`config.mk`:
```
export PLATFORM = sky130hd
export DESIGN_NAME = lsu_format_flat
export DESIGN_NICKNAME = d
export VERILOG_FILES = /design/src/hdl/lsu_pkg.sv /design/src/hdl/lsu_tag_if.sv /design/src/hdl/lsu_format.sv /design/src/flat_wrapper.sv
export VERILOG_INCLUDE_DIRS = /design/src /design/src/include
export SDC_FILE = /design/constraint.sdc
export NUM_CORES = 1
export LEC_CHECK = 0
export BUFFER_PORTS_ARGS = -buffer_cell sky130_fd_sc_hd__buf_2
export CAP_MARGIN = 20
export CORE_ASPECT_RATIO = 2
export CORE_UTILIZATION = 40
export CTS_CLUSTER_SIZE = 28
export DETAILED_ROUTE_END_ITERATION = 10
export PLACE_DENSITY_LB_ADDON = 0.1
export REMOVE_ABC_BUFFERS = 1
export SYNTH_ARGS = -nofsm -noshare
export SYNTH_HDL_FRONTEND = slang
export SYNTH_SLANG_ARGS = --single-unit
```
`constraint.sdc`:
```
create_clock -name clk -period 2.9 [get_ports clk]
set_input_delay 0.145 -clock clk [delete_from_list [all_inputs] [get_ports clk]]
set_output_delay 0.145 -clock clk [all_outputs]
set_load 0.1 [all_outputs]
```
`src/include/lsu_consts.svh`:
```
`ifndef LSU_CONSTS_SVH
`define LSU_CONSTS_SVH

// byte address width seen by the core
`define LSU_ADDR_W 32

// data path width
`define LSU_DATA_W 32

// depth of the backing memory in 32-bit words
`define LSU_MEM_WORDS 256

// cycles the memory counts down before it answers
`define LSU_MEM_DELAY 5

`endif
```
`src/hdl/lsu_pkg.sv`:
```
`include "lsu_consts.svh"

package lsu_pkg;

    typedef logic [`LSU_ADDR_W-1:0] addr_t; // byte address
    typedef logic [`LSU_DATA_W-1:0] word_t;

    // loads come in signed and unsigned flavours, stores are whole words only
    typedef enum logic [2:0] {
        OP_LB,
        OP_LBU,
        OP_LH,
        OP_LHU,
        OP_LW,
        OP_SW
    } mem_op_e;

    // issue stage sequencing
    typedef enum logic [1:0] {
        ISSUE_IDLE,
        ISSUE_SEND,
        ISSUE_WAIT
    } issue_state_e;

endpackage

```
`src/hdl/lsu_tag_if.sv`:
```
`timescale 1ns/1ps

interface lsu_tag_if;
    import lsu_pkg::*;

    logic       valid; // one cycle, alongside the memory strobe
    mem_op_e    op;
    logic [1:0] byte_off;
    logic       misaligned;

    modport source (
        output valid, op, byte_off, misaligned
    );

    modport sink (
        input valid, op, byte_off, misaligned
    );

endinterface

```
`src/hdl/lsu_format.sv`:
```
`timescale 1ns/1ps

module lsu_format (
    input  logic           clk,
    input  logic           rst,
    lsu_tag_if.sink        tag,
    input  logic           mem_ack,
    input  lsu_pkg::word_t mem_rd_data,
    output logic           resp_valid,
    output lsu_pkg::word_t resp_data,
    output logic           resp_err
);
    import lsu_pkg::*;

    logic       pend_q;
    mem_op_e    op_q;
    logic [1:0] off_q;
    logic       mis_q;

    logic        done;
    logic [7:0]  lane_b;
    logic [15:0] lane_h;
    word_t       result;

    // a misaligned tag is answered one cycle after it arrives, others wait for ack
    assign done = pend_q && (mis_q || mem_ack);

    // little-endian lanes
    assign lane_b = mem_rd_data[8*off_q +: 8];
    assign lane_h = off_q[1] ? mem_rd_data[31:16] : mem_rd_data[15:0];

    always_comb begin
        case (op_q)
            OP_LB:   result = {{24{lane_b[7]}}, lane_b};
            OP_LBU:  result = {24'b0, lane_b};
            OP_LH:   result = {{16{lane_h[15]}}, lane_h};
            OP_LHU:  result = {16'b0, lane_h};
            OP_LW:   result = mem_rd_data;
            default: result = '0; // stores answer with zero
        endcase
    end

    always_ff @(posedge clk or posedge rst) begin
        if (rst) begin
            pend_q     <= 1'b0;
            resp_valid <= 1'b0;
            resp_err   <= 1'b0;
        end else begin
            if (tag.valid) begin
                pend_q <= 1'b1;
            end else if (done) begin
                pend_q <= 1'b0;
            end
            resp_valid <= done;
            resp_err   <= done && mis_q;
        end
    end

    always_ff @(posedge clk) begin
        if (tag.valid) begin
            op_q  <= tag.op;
            off_q <= tag.byte_off;
            mis_q <= tag.misaligned;
        end
        if (done) begin
            resp_data <= mis_q ? '0 : result;
        end
    end

endmodule

```
`src/flat_wrapper.sv`:
```
// flat-port wrapper written by rule: the top's interface ports become plain ports
module lsu_format_flat import lsu_pkg::*;
  (clk, rst, mem_ack, mem_rd_data, resp_valid, resp_data, resp_err, tag_valid, tag_op, tag_byte_off, tag_misaligned);
  lsu_tag_if tag_i ();
  input  logic clk;
  input  logic rst;
  input  logic mem_ack;
  input  lsu_pkg::word_t mem_rd_data;
  output logic resp_valid;
  output lsu_pkg::word_t resp_data;
  output logic resp_err;
  input wire logic [$bits(tag_i.valid)-1:0] tag_valid;
  input wire logic [$bits(tag_i.op)-1:0] tag_op;
  input wire logic [$bits(tag_i.byte_off)-1:0] tag_byte_off;
  input wire logic [$bits(tag_i.misaligned)-1:0] tag_misaligned;
  assign tag_i.valid = tag_valid;
  assign tag_i.op = tag_op;
  assign tag_i.byte_off = tag_byte_off;
  assign tag_i.misaligned = tag_misaligned;
  lsu_format u_core (.clk(clk), .rst(rst), .tag(tag_i), .mem_ack(mem_ack), .mem_rd_data(mem_rd_data), .resp_valid(resp_valid), .resp_data(resp_data), .resp_err(resp_err));
endmodule
```
==> reports/qor.csv <==
stage,metric,value,unit
synth,Yosys reg bits,41,
die,I/O pin count,76,
layout,"most common cell after layout, fill and taps aside",buf_2,
min_path,hold path cells,1,
worst_setup_path,R2R cell count,4,
synth,number of synthesized flops with an enable pin,38,
detailed_routing,post-route antenna net violation count,0,
worst_setup_path,Worst Path Required,2.92,ns
flow_run,max cap viols,0,
detailed_routing,via count,1641,
worst_setup_path,Critical Path AT,2.11,ns
power_and_ir_drop,Total Power,1.56,mW
worst_setup_path,Crit Path Max Fanout,14,
clocking,Root Buffer,clkbuf_8,
power_and_ir_drop,P_leak,1.04,nW
min_path,worst hold path class,in2reg,
timing,slew margin rel.,51.4,%
synth,Post-Syn Instances,167,
placed_design,hpwl dp,3460,microns
worst_setup_path,flop-to-flop setup slack,0.81,ns
synth,post-synthesis instance area,2010,sq um
synth,Ys Warns,0,
clocking,"Clk Latency, worst-skew pair",0.29,ns
placed_design,number of I/O port buffers,75,
layout,P&R area growth vs syn,25.6,%
clocking,CTS tree,done,
timing,Peak Freq,478,MHz
worst_setup_path,R2R Path End,u_core.resp_data[21]$_SDFFCE_PP0P_,
clocking,Post-CTS Resized,0,
clocking,total CTS buffers,5,
die,row cnt,36,
layout,# nets final,283,
detailed_routing,Via-to-Cell Ratio,5.51,
worst_setup_path,CP Capture Type,flop,
worst_setup_path,slowest CP cell,edfxtp_1,
min_path,Worst Hold Path EP,u_core.off_q[1]$_DFFE_PP_,
min_path,hold_sp,tag_byte_off[1],
global_routing,Tot GR Track Use,19.2,%
detailed_routing,1st-iter DRT viols,39,
clocking,Setup Buffers After CTS,0,
layout,most frequent cells in the layout,"75 x buf_2, 38 x edfxtp_1, 30 x a21oi_1",
global_routing,antenna violations before repair,0,
timing,Setup TNS,0,ns
worst_setup_path,startpoint types,flop,
clocking,CTS Sinks,41,
timing,Final min period,2.09,ns
clocking,H-tree Lvls,2,
timing,Clock Skew,0.00930,ns
timing,final hold vios,0,
timing,Final Max Tran Viols,0,
global_routing,vias in the first global route,1605,
timing,Final period util,72.1,%
synth,fraction of registers with async set or reset after synthesis,7.32,%
timing,Slew @ Worst Pin,0.729,ns
synth,Netlist cell types,32,
layout,final instance area,2530,sq um
detailed_routing,Avg WL per Cell,16.1,microns
die,die area,5330,sq um
die,die height,102,microns
timing,setup violators final,0,
placed_design,placed cell area,2440,sq um
detailed_routing,router iterations before antenna repair,4,
die,Core Region,4860,sq um
timing,RSZ-0062 raised after global routing,false,
synth,Synth Area per Inst,12.0,sq um
die,Die W,52.2,microns
detailed_routing,DRC,0,
power_and_ir_drop,Peak VDD IR,0.000347,V
synth,Most used DFF post-synth,edfxtp_1,
layout,antenna cell count,0,
worst_setup_path,largest stage delay on the critical path,0.73,ns
power_and_ir_drop,Power per Cell Area,618,nW/um^2
placed_design,RePlAce Congestion,0.858,
die,Initial Util,41.4,%
detailed_routing,WL final,4790,microns
layout,share of layout cells above drive strength 1,38.6,%
clocking,CTS Buffer Depth,2,
synth,"Seq/Total Area, Yosys",60.4,%
worst_setup_path,worst setup path start,u_core.off_q[1]$_DFFE_PP_,
clocking,Worst-path clk slew,0.08,ns
global_routing,pin count of the biggest net entering global routing,33,
global_routing,first-pass GRT wire length,7380,microns
global_routing,grt total ovfl,0,
worst_setup_path,cells along the critical path,mux2_2 > a222oi_1 > buf_4 > a21oi_1,
worst_setup_path,RR Startpoint,u_core.off_q[1]$_DFFE_PP_,
worst_setup_path,critical path class,reg2reg,
run_status,status,"finished, final reports clean",
## flip-flops by register name (all words and copies together) (netlist names)
name and count:
u_core.resp_data 32, u_core.resp_err 1, u_core.mis_q 1, u_core.op_q 3, u_core.off_q 2, u_core.resp_valid 1, u_core.pend_q 1
## worst max-delay path, delay by kind of cell (launching register included)
kind	cells	cell delay, ns
AO/OA/AOI/OAI	2	0.41
buffers and inverters	1	0.26
flip-flops	1	0.73
multiplexers	1	0.41
## worst max-delay path by stage
stage	end	slack [ns]	depth (start not counted)
floorplan	u_core.resp_data[8]$_SDFFCE_PP0P_	-0.11	3
global placement	u_core.resp_data[21]$_SDFFCE_PP0P_	0.90	4
detailed placement	u_core.resp_data[19]$_SDFFCE_PP0P_	0.84	4
CTS	u_core.resp_data[19]$_SDFFCE_PP0P_	0.83	4
global route	u_core.resp_data[18]$_SDFFCE_PP0P_	0.76	4
finish	u_core.resp_data[21]$_SDFFCE_PP0P_	0.81	4
## timing repair
item | 4_1_cts | 5_1_grt
hold buffers | 1 | 0
setup endpoints to repair | 0 | 0
endpoints found under the hold margin | 3 | 0
## stage by stage
step	cells	utilization, %	setup slack (ns)	hold slack (ns)
global route	298	51.9	0.756	0.0134
finish	298	51.9	0.809	0.0244
CTS	298	51.9	0.826	0.0192
detailed placement	290	50.2	0.837	0.0124
global placement	290	50.2	0.898	0.0112
floorplan	153	-	-0.113	-0.101
## routing by layer
| layer | up-vias | share of wire (%) | track usage [%] |
|---|---|---|---|
| li1 | 785 | - | - |
| met1 | 800 | 37 | 19.0 |
| met2 | 47 | 57 | 36.9 |
| met3 | 9 | 3.9 | 3.57 |
| met4 | 0 | 2.0 | 8.10 |
| met5 | - | 0 | 0 |
## final cells by class
type                            count  area [sq um]
Clock buffer                        6          72.6
Clock inverter                      1          3.75
Timing Repair Buffer               81           423
Fill cell                         490          2340
Multi-Input combinational cell    111           736
Inverter                            1          3.75
Tap cell                           57          71.3
Sequential cell                    41          1220
## synth_stat cells (2+ instances only)
cell	number	area, sq um
a2bb2oi_1	6	52.6
nor2b_1	3	18.8
mux2_2	3	33.8
dfrtp_1	3	75.1
nand2_1	24	90.1
a22oi_1	4	30.0
edfxtp_1	38	1140
nor3b_1	3	22.5
buf_2	3	15.0
buf_1	3	11.3
clkbuf_1	7	26.3
nand2b_1	2	12.5
a21oi_1	30	150
a31oi_1	2	12.5
mux2i_1	13	130
o32a_1	7	70.1
## cell families after synthesis
logic type | share of synthesized area, %
buf+inv | 3.36
simple gates | 9.83
mux | 8.89
compound gates | 17.5
flops | 60.4
## power by group
| group | internal, mW | switching [mW] | total (mW) |
|---|---|---|---|
| Clock | 0.162 | 0.186 | 0.348 |
| Sequential | 0.700 | 0.0269 | 0.727 |
| Combinational | 0.108 | 0.376 | 0.485 |
| Total | 0.971 | 0.589 | 1.56 |
Power figures use the tool's default switching activity.
