`config.mk`:
```
export PLATFORM = sky130hd
export DESIGN_NAME = lsu_issue_flat
export DESIGN_NICKNAME = d
export VERILOG_FILES = /design/src/hdl/lsu_pkg.sv /design/src/hdl/lsu_tag_if.sv /design/src/hdl/mem_req_if.sv /design/src/hdl/lsu_issue.sv /design/src/flat_wrapper.sv
export VERILOG_INCLUDE_DIRS = /design/src /design/src/include
export SDC_FILE = /design/constraint.sdc
export NUM_CORES = 1
export LEC_CHECK = 0
export BUFFER_PORTS_ARGS = -buffer_cell sky130_fd_sc_hd__clkbuf_2
export CORE_AREA = 2 2 80 82
export CTS_CLUSTER_SIZE = 10
export DETAILED_ROUTE_END_ITERATION = 8
export DIE_AREA = 0 0 82 84
export PLACE_DENSITY = 0.86
export SLEW_MARGIN = 20
export SYNTH_ARGS = -nofsm -noshare
export SYNTH_HDL_FRONTEND = slang
export SYNTH_SLANG_ARGS = --single-unit
export TNS_END_PERCENT = 1
```
`constraint.sdc`:
```
create_clock -name clk -period 3.5 [get_ports clk]
set_input_delay 1.05 -clock clk [delete_from_list [all_inputs] [get_ports clk]]
set_output_delay 1.05 -clock clk [all_outputs]
set_load 0.02 [all_outputs]
```
`src/include/lsu_consts.svh`:
```
`ifndef LSU_CONSTS_SVH
`define LSU_CONSTS_SVH

// byte address width seen by the core
`define LSU_ADDR_W 32

// data path width
`define LSU_DATA_W 32

// depth of the backing memory in 32-bit words
`define LSU_MEM_WORDS 256

// cycles the memory counts down before it answers
`define LSU_MEM_DELAY 5

`endif
```
`src/hdl/lsu_pkg.sv`:
```
`include "lsu_consts.svh"

package lsu_pkg;

    typedef logic [`LSU_ADDR_W-1:0] addr_t; // byte address
    typedef logic [`LSU_DATA_W-1:0] word_t;

    // loads come in signed and unsigned flavours, stores are whole words only
    typedef enum logic [2:0] {
        OP_LB,
        OP_LBU,
        OP_LH,
        OP_LHU,
        OP_LW,
        OP_SW
    } mem_op_e;

    // issue stage sequencing
    typedef enum logic [1:0] {
        ISSUE_IDLE,
        ISSUE_SEND,
        ISSUE_WAIT
    } issue_state_e;

endpackage

```
`src/hdl/lsu_tag_if.sv`:
```
`timescale 1ns/1ps

interface lsu_tag_if;
    import lsu_pkg::*;

    logic       valid; // one cycle, alongside the memory strobe
    mem_op_e    op;
    logic [1:0] byte_off;
    logic       misaligned;

    modport source (
        output valid, op, byte_off, misaligned
    );

    modport sink (
        input valid, op, byte_off, misaligned
    );

endinterface

```
`src/hdl/mem_req_if.sv`:
```
`timescale 1ns/1ps

interface mem_req_if;
    import lsu_pkg::*;

    logic  rd_req;
    logic  wr_req;
    addr_t addr;    // byte address, the memory drops the low two bits
    word_t wr_data;
    word_t rd_data; // only meaningful while ack is high
    logic  busy;
    logic  ack;

    modport requester (
        output rd_req, wr_req, addr, wr_data,
        input  busy, ack, rd_data
    );

    modport memory (
        input  rd_req, wr_req, addr, wr_data,
        output busy, ack, rd_data
    );

endinterface

```
`src/hdl/lsu_issue.sv`:
```
`timescale 1ns/1ps

module lsu_issue (
    input  logic            clk,
    input  logic            rst,
    input  logic            req_valid,
    input  lsu_pkg::mem_op_e req_op,
    input  lsu_pkg::addr_t  req_addr,
    input  lsu_pkg::word_t  req_wdata,
    output logic            req_ready,
    mem_req_if.requester    mem,
    lsu_tag_if.source       tag
);
    import lsu_pkg::*;

    issue_state_e state_q;
    issue_state_e state_d;

    mem_op_e op_q;
    addr_t   addr_q;
    word_t   wdata_q;
    logic    mis_q;

    // halfwords need an even offset, words and stores a zero offset
    function automatic logic is_misaligned(mem_op_e op, logic [1:0] off);
        logic mis;
        case (op)
            OP_LH, OP_LHU: mis = off[0];
            OP_LW, OP_SW:  mis = (off != 2'b00);
            default:       mis = 1'b0;
        endcase
        return mis;
    endfunction

    assign req_ready = (state_q == ISSUE_IDLE);

    always_comb begin
        state_d = state_q;
        case (state_q)
            ISSUE_IDLE: if (req_valid) state_d = ISSUE_SEND;
            ISSUE_SEND: state_d = mis_q ? ISSUE_IDLE : ISSUE_WAIT; // a bad address never waits
            ISSUE_WAIT: if (mem.ack) state_d = ISSUE_IDLE;
            default:    state_d = ISSUE_IDLE;
        endcase
    end

    always_ff @(posedge clk or posedge rst) begin
        if (rst) begin
            state_q <= ISSUE_IDLE;
        end else begin
            state_q <= state_d;
        end
    end

    always_ff @(posedge clk) begin
        if (req_valid && req_ready) begin
            op_q    <= req_op;
            addr_q  <= req_addr;
            wdata_q <= req_wdata;
            mis_q   <= is_misaligned(req_op, req_addr[1:0]);
        end
    end

    // exactly one strobe per accepted operation, and none if misaligned
    assign mem.rd_req  = (state_q == ISSUE_SEND) && !mis_q && (op_q != OP_SW);
    assign mem.wr_req  = (state_q == ISSUE_SEND) && !mis_q && (op_q == OP_SW);
    assign mem.addr    = addr_q;
    assign mem.wr_data = wdata_q;

    assign tag.valid      = (state_q == ISSUE_SEND);
    assign tag.op         = op_q;
    assign tag.byte_off   = addr_q[1:0];
    assign tag.misaligned = mis_q;

endmodule

```
`src/flat_wrapper.sv`:
```
// flat-port wrapper written by rule: the top's interface ports become plain ports
module lsu_issue_flat import lsu_pkg::*;
  (clk, rst, req_valid, req_op, req_addr, req_wdata, req_ready, mem_rd_req, mem_wr_req, mem_addr, mem_wr_data, mem_busy, mem_ack, mem_rd_data, tag_valid, tag_op, tag_byte_off, tag_misaligned);
  mem_req_if mem_i ();
  lsu_tag_if tag_i ();
  input  logic clk;
  input  logic rst;
  input  logic req_valid;
  input  lsu_pkg::mem_op_e req_op;
  input  lsu_pkg::addr_t req_addr;
  input  lsu_pkg::word_t req_wdata;
  output logic req_ready;
  output wire logic [$bits(mem_i.rd_req)-1:0] mem_rd_req;
  output wire logic [$bits(mem_i.wr_req)-1:0] mem_wr_req;
  output wire logic [$bits(mem_i.addr)-1:0] mem_addr;
  output wire logic [$bits(mem_i.wr_data)-1:0] mem_wr_data;
  input wire logic [$bits(mem_i.busy)-1:0] mem_busy;
  input wire logic [$bits(mem_i.ack)-1:0] mem_ack;
  input wire logic [$bits(mem_i.rd_data)-1:0] mem_rd_data;
  output wire logic [$bits(tag_i.valid)-1:0] tag_valid;
  output wire logic [$bits(tag_i.op)-1:0] tag_op;
  output wire logic [$bits(tag_i.byte_off)-1:0] tag_byte_off;
  output wire logic [$bits(tag_i.misaligned)-1:0] tag_misaligned;
  assign mem_rd_req = mem_i.rd_req;
  assign mem_wr_req = mem_i.wr_req;
  assign mem_addr = mem_i.addr;
  assign mem_wr_data = mem_i.wr_data;
  assign mem_i.busy = mem_busy;
  assign mem_i.ack = mem_ack;
  assign mem_i.rd_data = mem_rd_data;
  assign tag_valid = tag_i.valid;
  assign tag_op = tag_i.op;
  assign tag_byte_off = tag_i.byte_off;
  assign tag_misaligned = tag_i.misaligned;
  lsu_issue u_core (.clk(clk), .rst(rst), .req_valid(req_valid), .req_op(req_op), .req_addr(req_addr), .req_wdata(req_wdata), .req_ready(req_ready), .mem(mem_i), .tag(tag_i));
endmodule
```
==> results.py <==
metrics = {
    "run_status": {
        "status": "finished, final reports clean",
    },
    "floorplanning": {
        "io_pins": 178,
        "die_width_um": 82,
        "die_h_um": 84,
        "rows": 29,
        "core_area_mm2": 0.00610,
        "start_util_pct": 36.0,
        "fp.dieArea_mm2": 0.00689,
    },
    "clock_tree": {
        "postCtsSetupBuffers": 0,
        "cts_buffer_depth": 2,
        "h-tree-depth": 3,
        "cts_tree": "built",
        "clkTransAtPathRegs_ns": 0.07,
        "cts_sinks": 70,
        "cts-root-buf": "clkbuf_8",
        "clk_latency_ns": 0.33,
        "cts-hold-fix-buffers": 0,
        "cts_resized": 0,
        "cts_buffers": 9,
    },
    "worst_setup_path": {
        "end_kind": "output port",
        "cp_data_arrival_time_ns": 1.55,
        "path_class": "flip-flop to output port",
        "cp.required_ns": 2.45,
        "crit_fanout": 4,
        "start_kind": "flip-flop",
    },
    "yosys": {
        "ys_warn_count": 0,
        "avgSynthCellArea_um2": 25.5,
        "ys_seq_area_share_pct": 95.2,
        "netlist_instances": 86,
        "yosysUniqueCellTypes": 16,
        "netlist_area_mm2": 0.00220,
        "ys_ff_latch": 70,
        "synth_fp_nets": 190,
    },
    "final_layout": {
        "multi_input_area_um2": 87.6,
        "regArea_mm2": 0.00209,
        "nFillCells": 526,
        "antenna_cells": 0,
        "fin_nets": 345,
        "drive_gt1_share_pct": 65.4,
        "area_growth_pct": 47.5,
    },
    "global_routing": {
        "grt_pass1_vias": 1402,
        "overflow": 0,
        "grt_pass1_wl_um": 6640,
        "antenna_found_initial": 2,
        "grt_max_degree": 32,
        "grt_use_total_pct": 13.8,
    },
    "sta": {
        "post-route-period-util_pct": 74.3,
        "worst_slew_pin_slew_ns": 0.394,
        "finalHoldViolCount": 0,
        "setup_viol": 0,
        "setup_tns_ns": 0,
        "max_slew_margin_pct": 73.7,
        "finalCriticalPeriod_ns": 2.60,
        "clock.fmax_mhz": 385,
        "slew_violations": 0,
        "skew_ns": 0.00468,
        "rsz0062_at_grt": "false",
    },
    "routing": {
        "antenna_left": 0,
        "vias": 1369,
        "drcViolationCount": 0,
        "wl_per_cell_um": 14.3,
        "wl_um": 4630,
        "firstDrtPassIters": 4,
        "avgViaCountPerCell": 4.24,
        "drt_iter0_drc": 63,
    },
    "power_and_ir_drop": {
        "power_frac_clock_pct": 32.9,
        "internal_power_mw": 1.54,
        "pwr_density_cell_mw_per_mm2": 643,
        "p_seq_share_pct": 51.3,
        "ir_worst_vdd_mv": 0.345,
        "p_sw_mw": 0.540,
        "pwr-share-comb_pct": 15.8,
        "p_leak_nw": 1.43,
        "fin_total_pwr_mw": 2.09,
        "p_sw_share_pct": 25.9,
    },
    "job": {
        "max_cap_viol_count": 0,
    },
    "place": {
        "dp_hpwl_um": 3570,
        "gp_congestion": 0.648,
        "port_buffers": 144,
    },
    "hold_path": {
        "hp-class": "primary input to asynchronous set/reset pin",
    },
}
## power groups by stage
stage                     clock network (mW)  logic, mW  registers (mW)
final                                  0.685      0.330            1.07
after global routing                   0.746      0.355            1.08
after CTS                              0.707      0.336            1.07
after detailed placement                   0      0.335            1.09
after global placement                     0      0.328            1.08
after floorplan                            0     0.0694            1.21
## per-layer routing
metal	vias up	global-route usage [%]	wire length, um
met1	622	14.5	1660
met2	88	21.6	2310
met5	-	0	27
met4	4	7.88	74
li1	643	-	-
met3	12	7.58	559
## placed cells by master, fill, tap and decap left out
cell type and n:
nand2_1 1, clkinvlp_4 1, or3b_1 1, clkbuf_8 9, inv_1 1, xor2_1 1
dfrtp_1 2, and2_1 1, and2_2 1, buf_4 1, nor2_1 1, clkinv_4 1
o21ba_1 1, clkinv_1 2, bufinv_16 2, o21ai_0 1, nor2b_1 1, nand2b_1 1
edfxtp_1 68, nor3_1 1, clkinv_2 1, clkbuf_2 144, buf_12 1, a22o_1 1
and2b_1 1
## sequential cells by signal (all words and copies together), names as in the netlist
register,count
u_core.tag.op,3
u_core.tag.misaligned,1
u_core.mem.addr,32
u_core.mem.wr_data,32
u_core.state_q,2
## critical path, stage by stage, from the launching register on
cell	delay [ns]
dfrtp_1	0.40
or3b_1	0.41
nor3_1	0.20
clkbuf_2	0.20
## cells in the mapped netlist
| cell | count | area share [%] |
|---|---|---|
| dfrtp_1 | 2 | 2.3 |
| buf_4 | 2 | 0.68 |
| nor3_1 | 1 | 0.23 |
| and2_1 | 2 | 0.57 |
| or3b_1 | 1 | 0.40 |
| o21ba_1 | 1 | 0.46 |
| nor2_1 | 1 | 0.17 |
| o21ai_0 | 1 | 0.23 |
| nand2b_1 | 1 | 0.28 |
| edfxtp_1 | 68 | 93 |
| nand2_1 | 1 | 0.17 |
| xor2_1 | 1 | 0.40 |
| nor2b_1 | 1 | 0.28 |
| a22o_1 | 1 | 0.40 |
| inv_1 | 1 | 0.17 |
| and2b_1 | 1 | 0.34 |
## stage by stage
stage | instance area (um2) | worst slack, ns | hold WS [ns] | util [%] | instances
2_1_floorplan | 2200 | 0.421 | 0.533 | - | 86
3_3_place_gp | 3030 | 1.27 | 0.562 | 49.7 | 307
3_5_place_dp | 3030 | 1.22 | 0.594 | 49.7 | 307
4_1_cts | 3240 | 0.870 | 0.518 | 53.2 | 323
5_1_grt | 3240 | 0.771 | 0.521 | 53.2 | 323
6_report | 3240 | 0.899 | 0.539 | 53.2 | 323
## worst paths after layout
| path | slack, ns | depth (start not counted) | end | from |
|---|---|---|---|---|
| max in group asynchronous | 2.85 | 2 | u_core.state_q[0]$_DFFE_PP0P_ | rst |
| worst max-delay path | 0.90 | 3 | mem_wr_req | u_core.state_q[1]$_DFFE_PP0P_ |
| min in group clk | 0.60 | 2 | u_core.state_q[1]$_DFFE_PP0P_ | u_core.state_q[0]$_DFFE_PP0P_ |
| worst max register to register | 1.76 | 3 | u_core.tag.misaligned$_DFFE_PP_ | u_core.state_q[1]$_DFFE_PP0P_ |
| worst min register to register | 0.60 | 2 | u_core.state_q[1]$_DFFE_PP0P_ | u_core.state_q[0]$_DFFE_PP0P_ |
| worst min-delay path | 0.54 | 2 | u_core.state_q[1]$_DFFE_PP0P_ | rst |
## final cells by class
cell class | count | share of cell area, %
inverters | 1 | 0.116
multi-input cells | 13 | 2.70
well taps | 77 | 2.97
clock inverters | 7 | 2.74
repair buffers | 146 | 23.1
clock buffers | 9 | 3.82
flip-flops and latches | 70 | 64.6
## cell families (layout without fill, tap and decap cells)
kind of cell / after synthesis / count (layout) / share of synthesized area [%]
DFF: 70 / 70 / 95.2
and+or+nand+nor: 9 / 9 / 2.45
AOI/OAI and AO/OA: 3 / 3 / 1.08
buffers and inverters: 3 / 163 / 0.854
xor gates and xnor gates: 1 / 1 / 0.399
No activity file was read; power rests on OpenSTA's default activity.
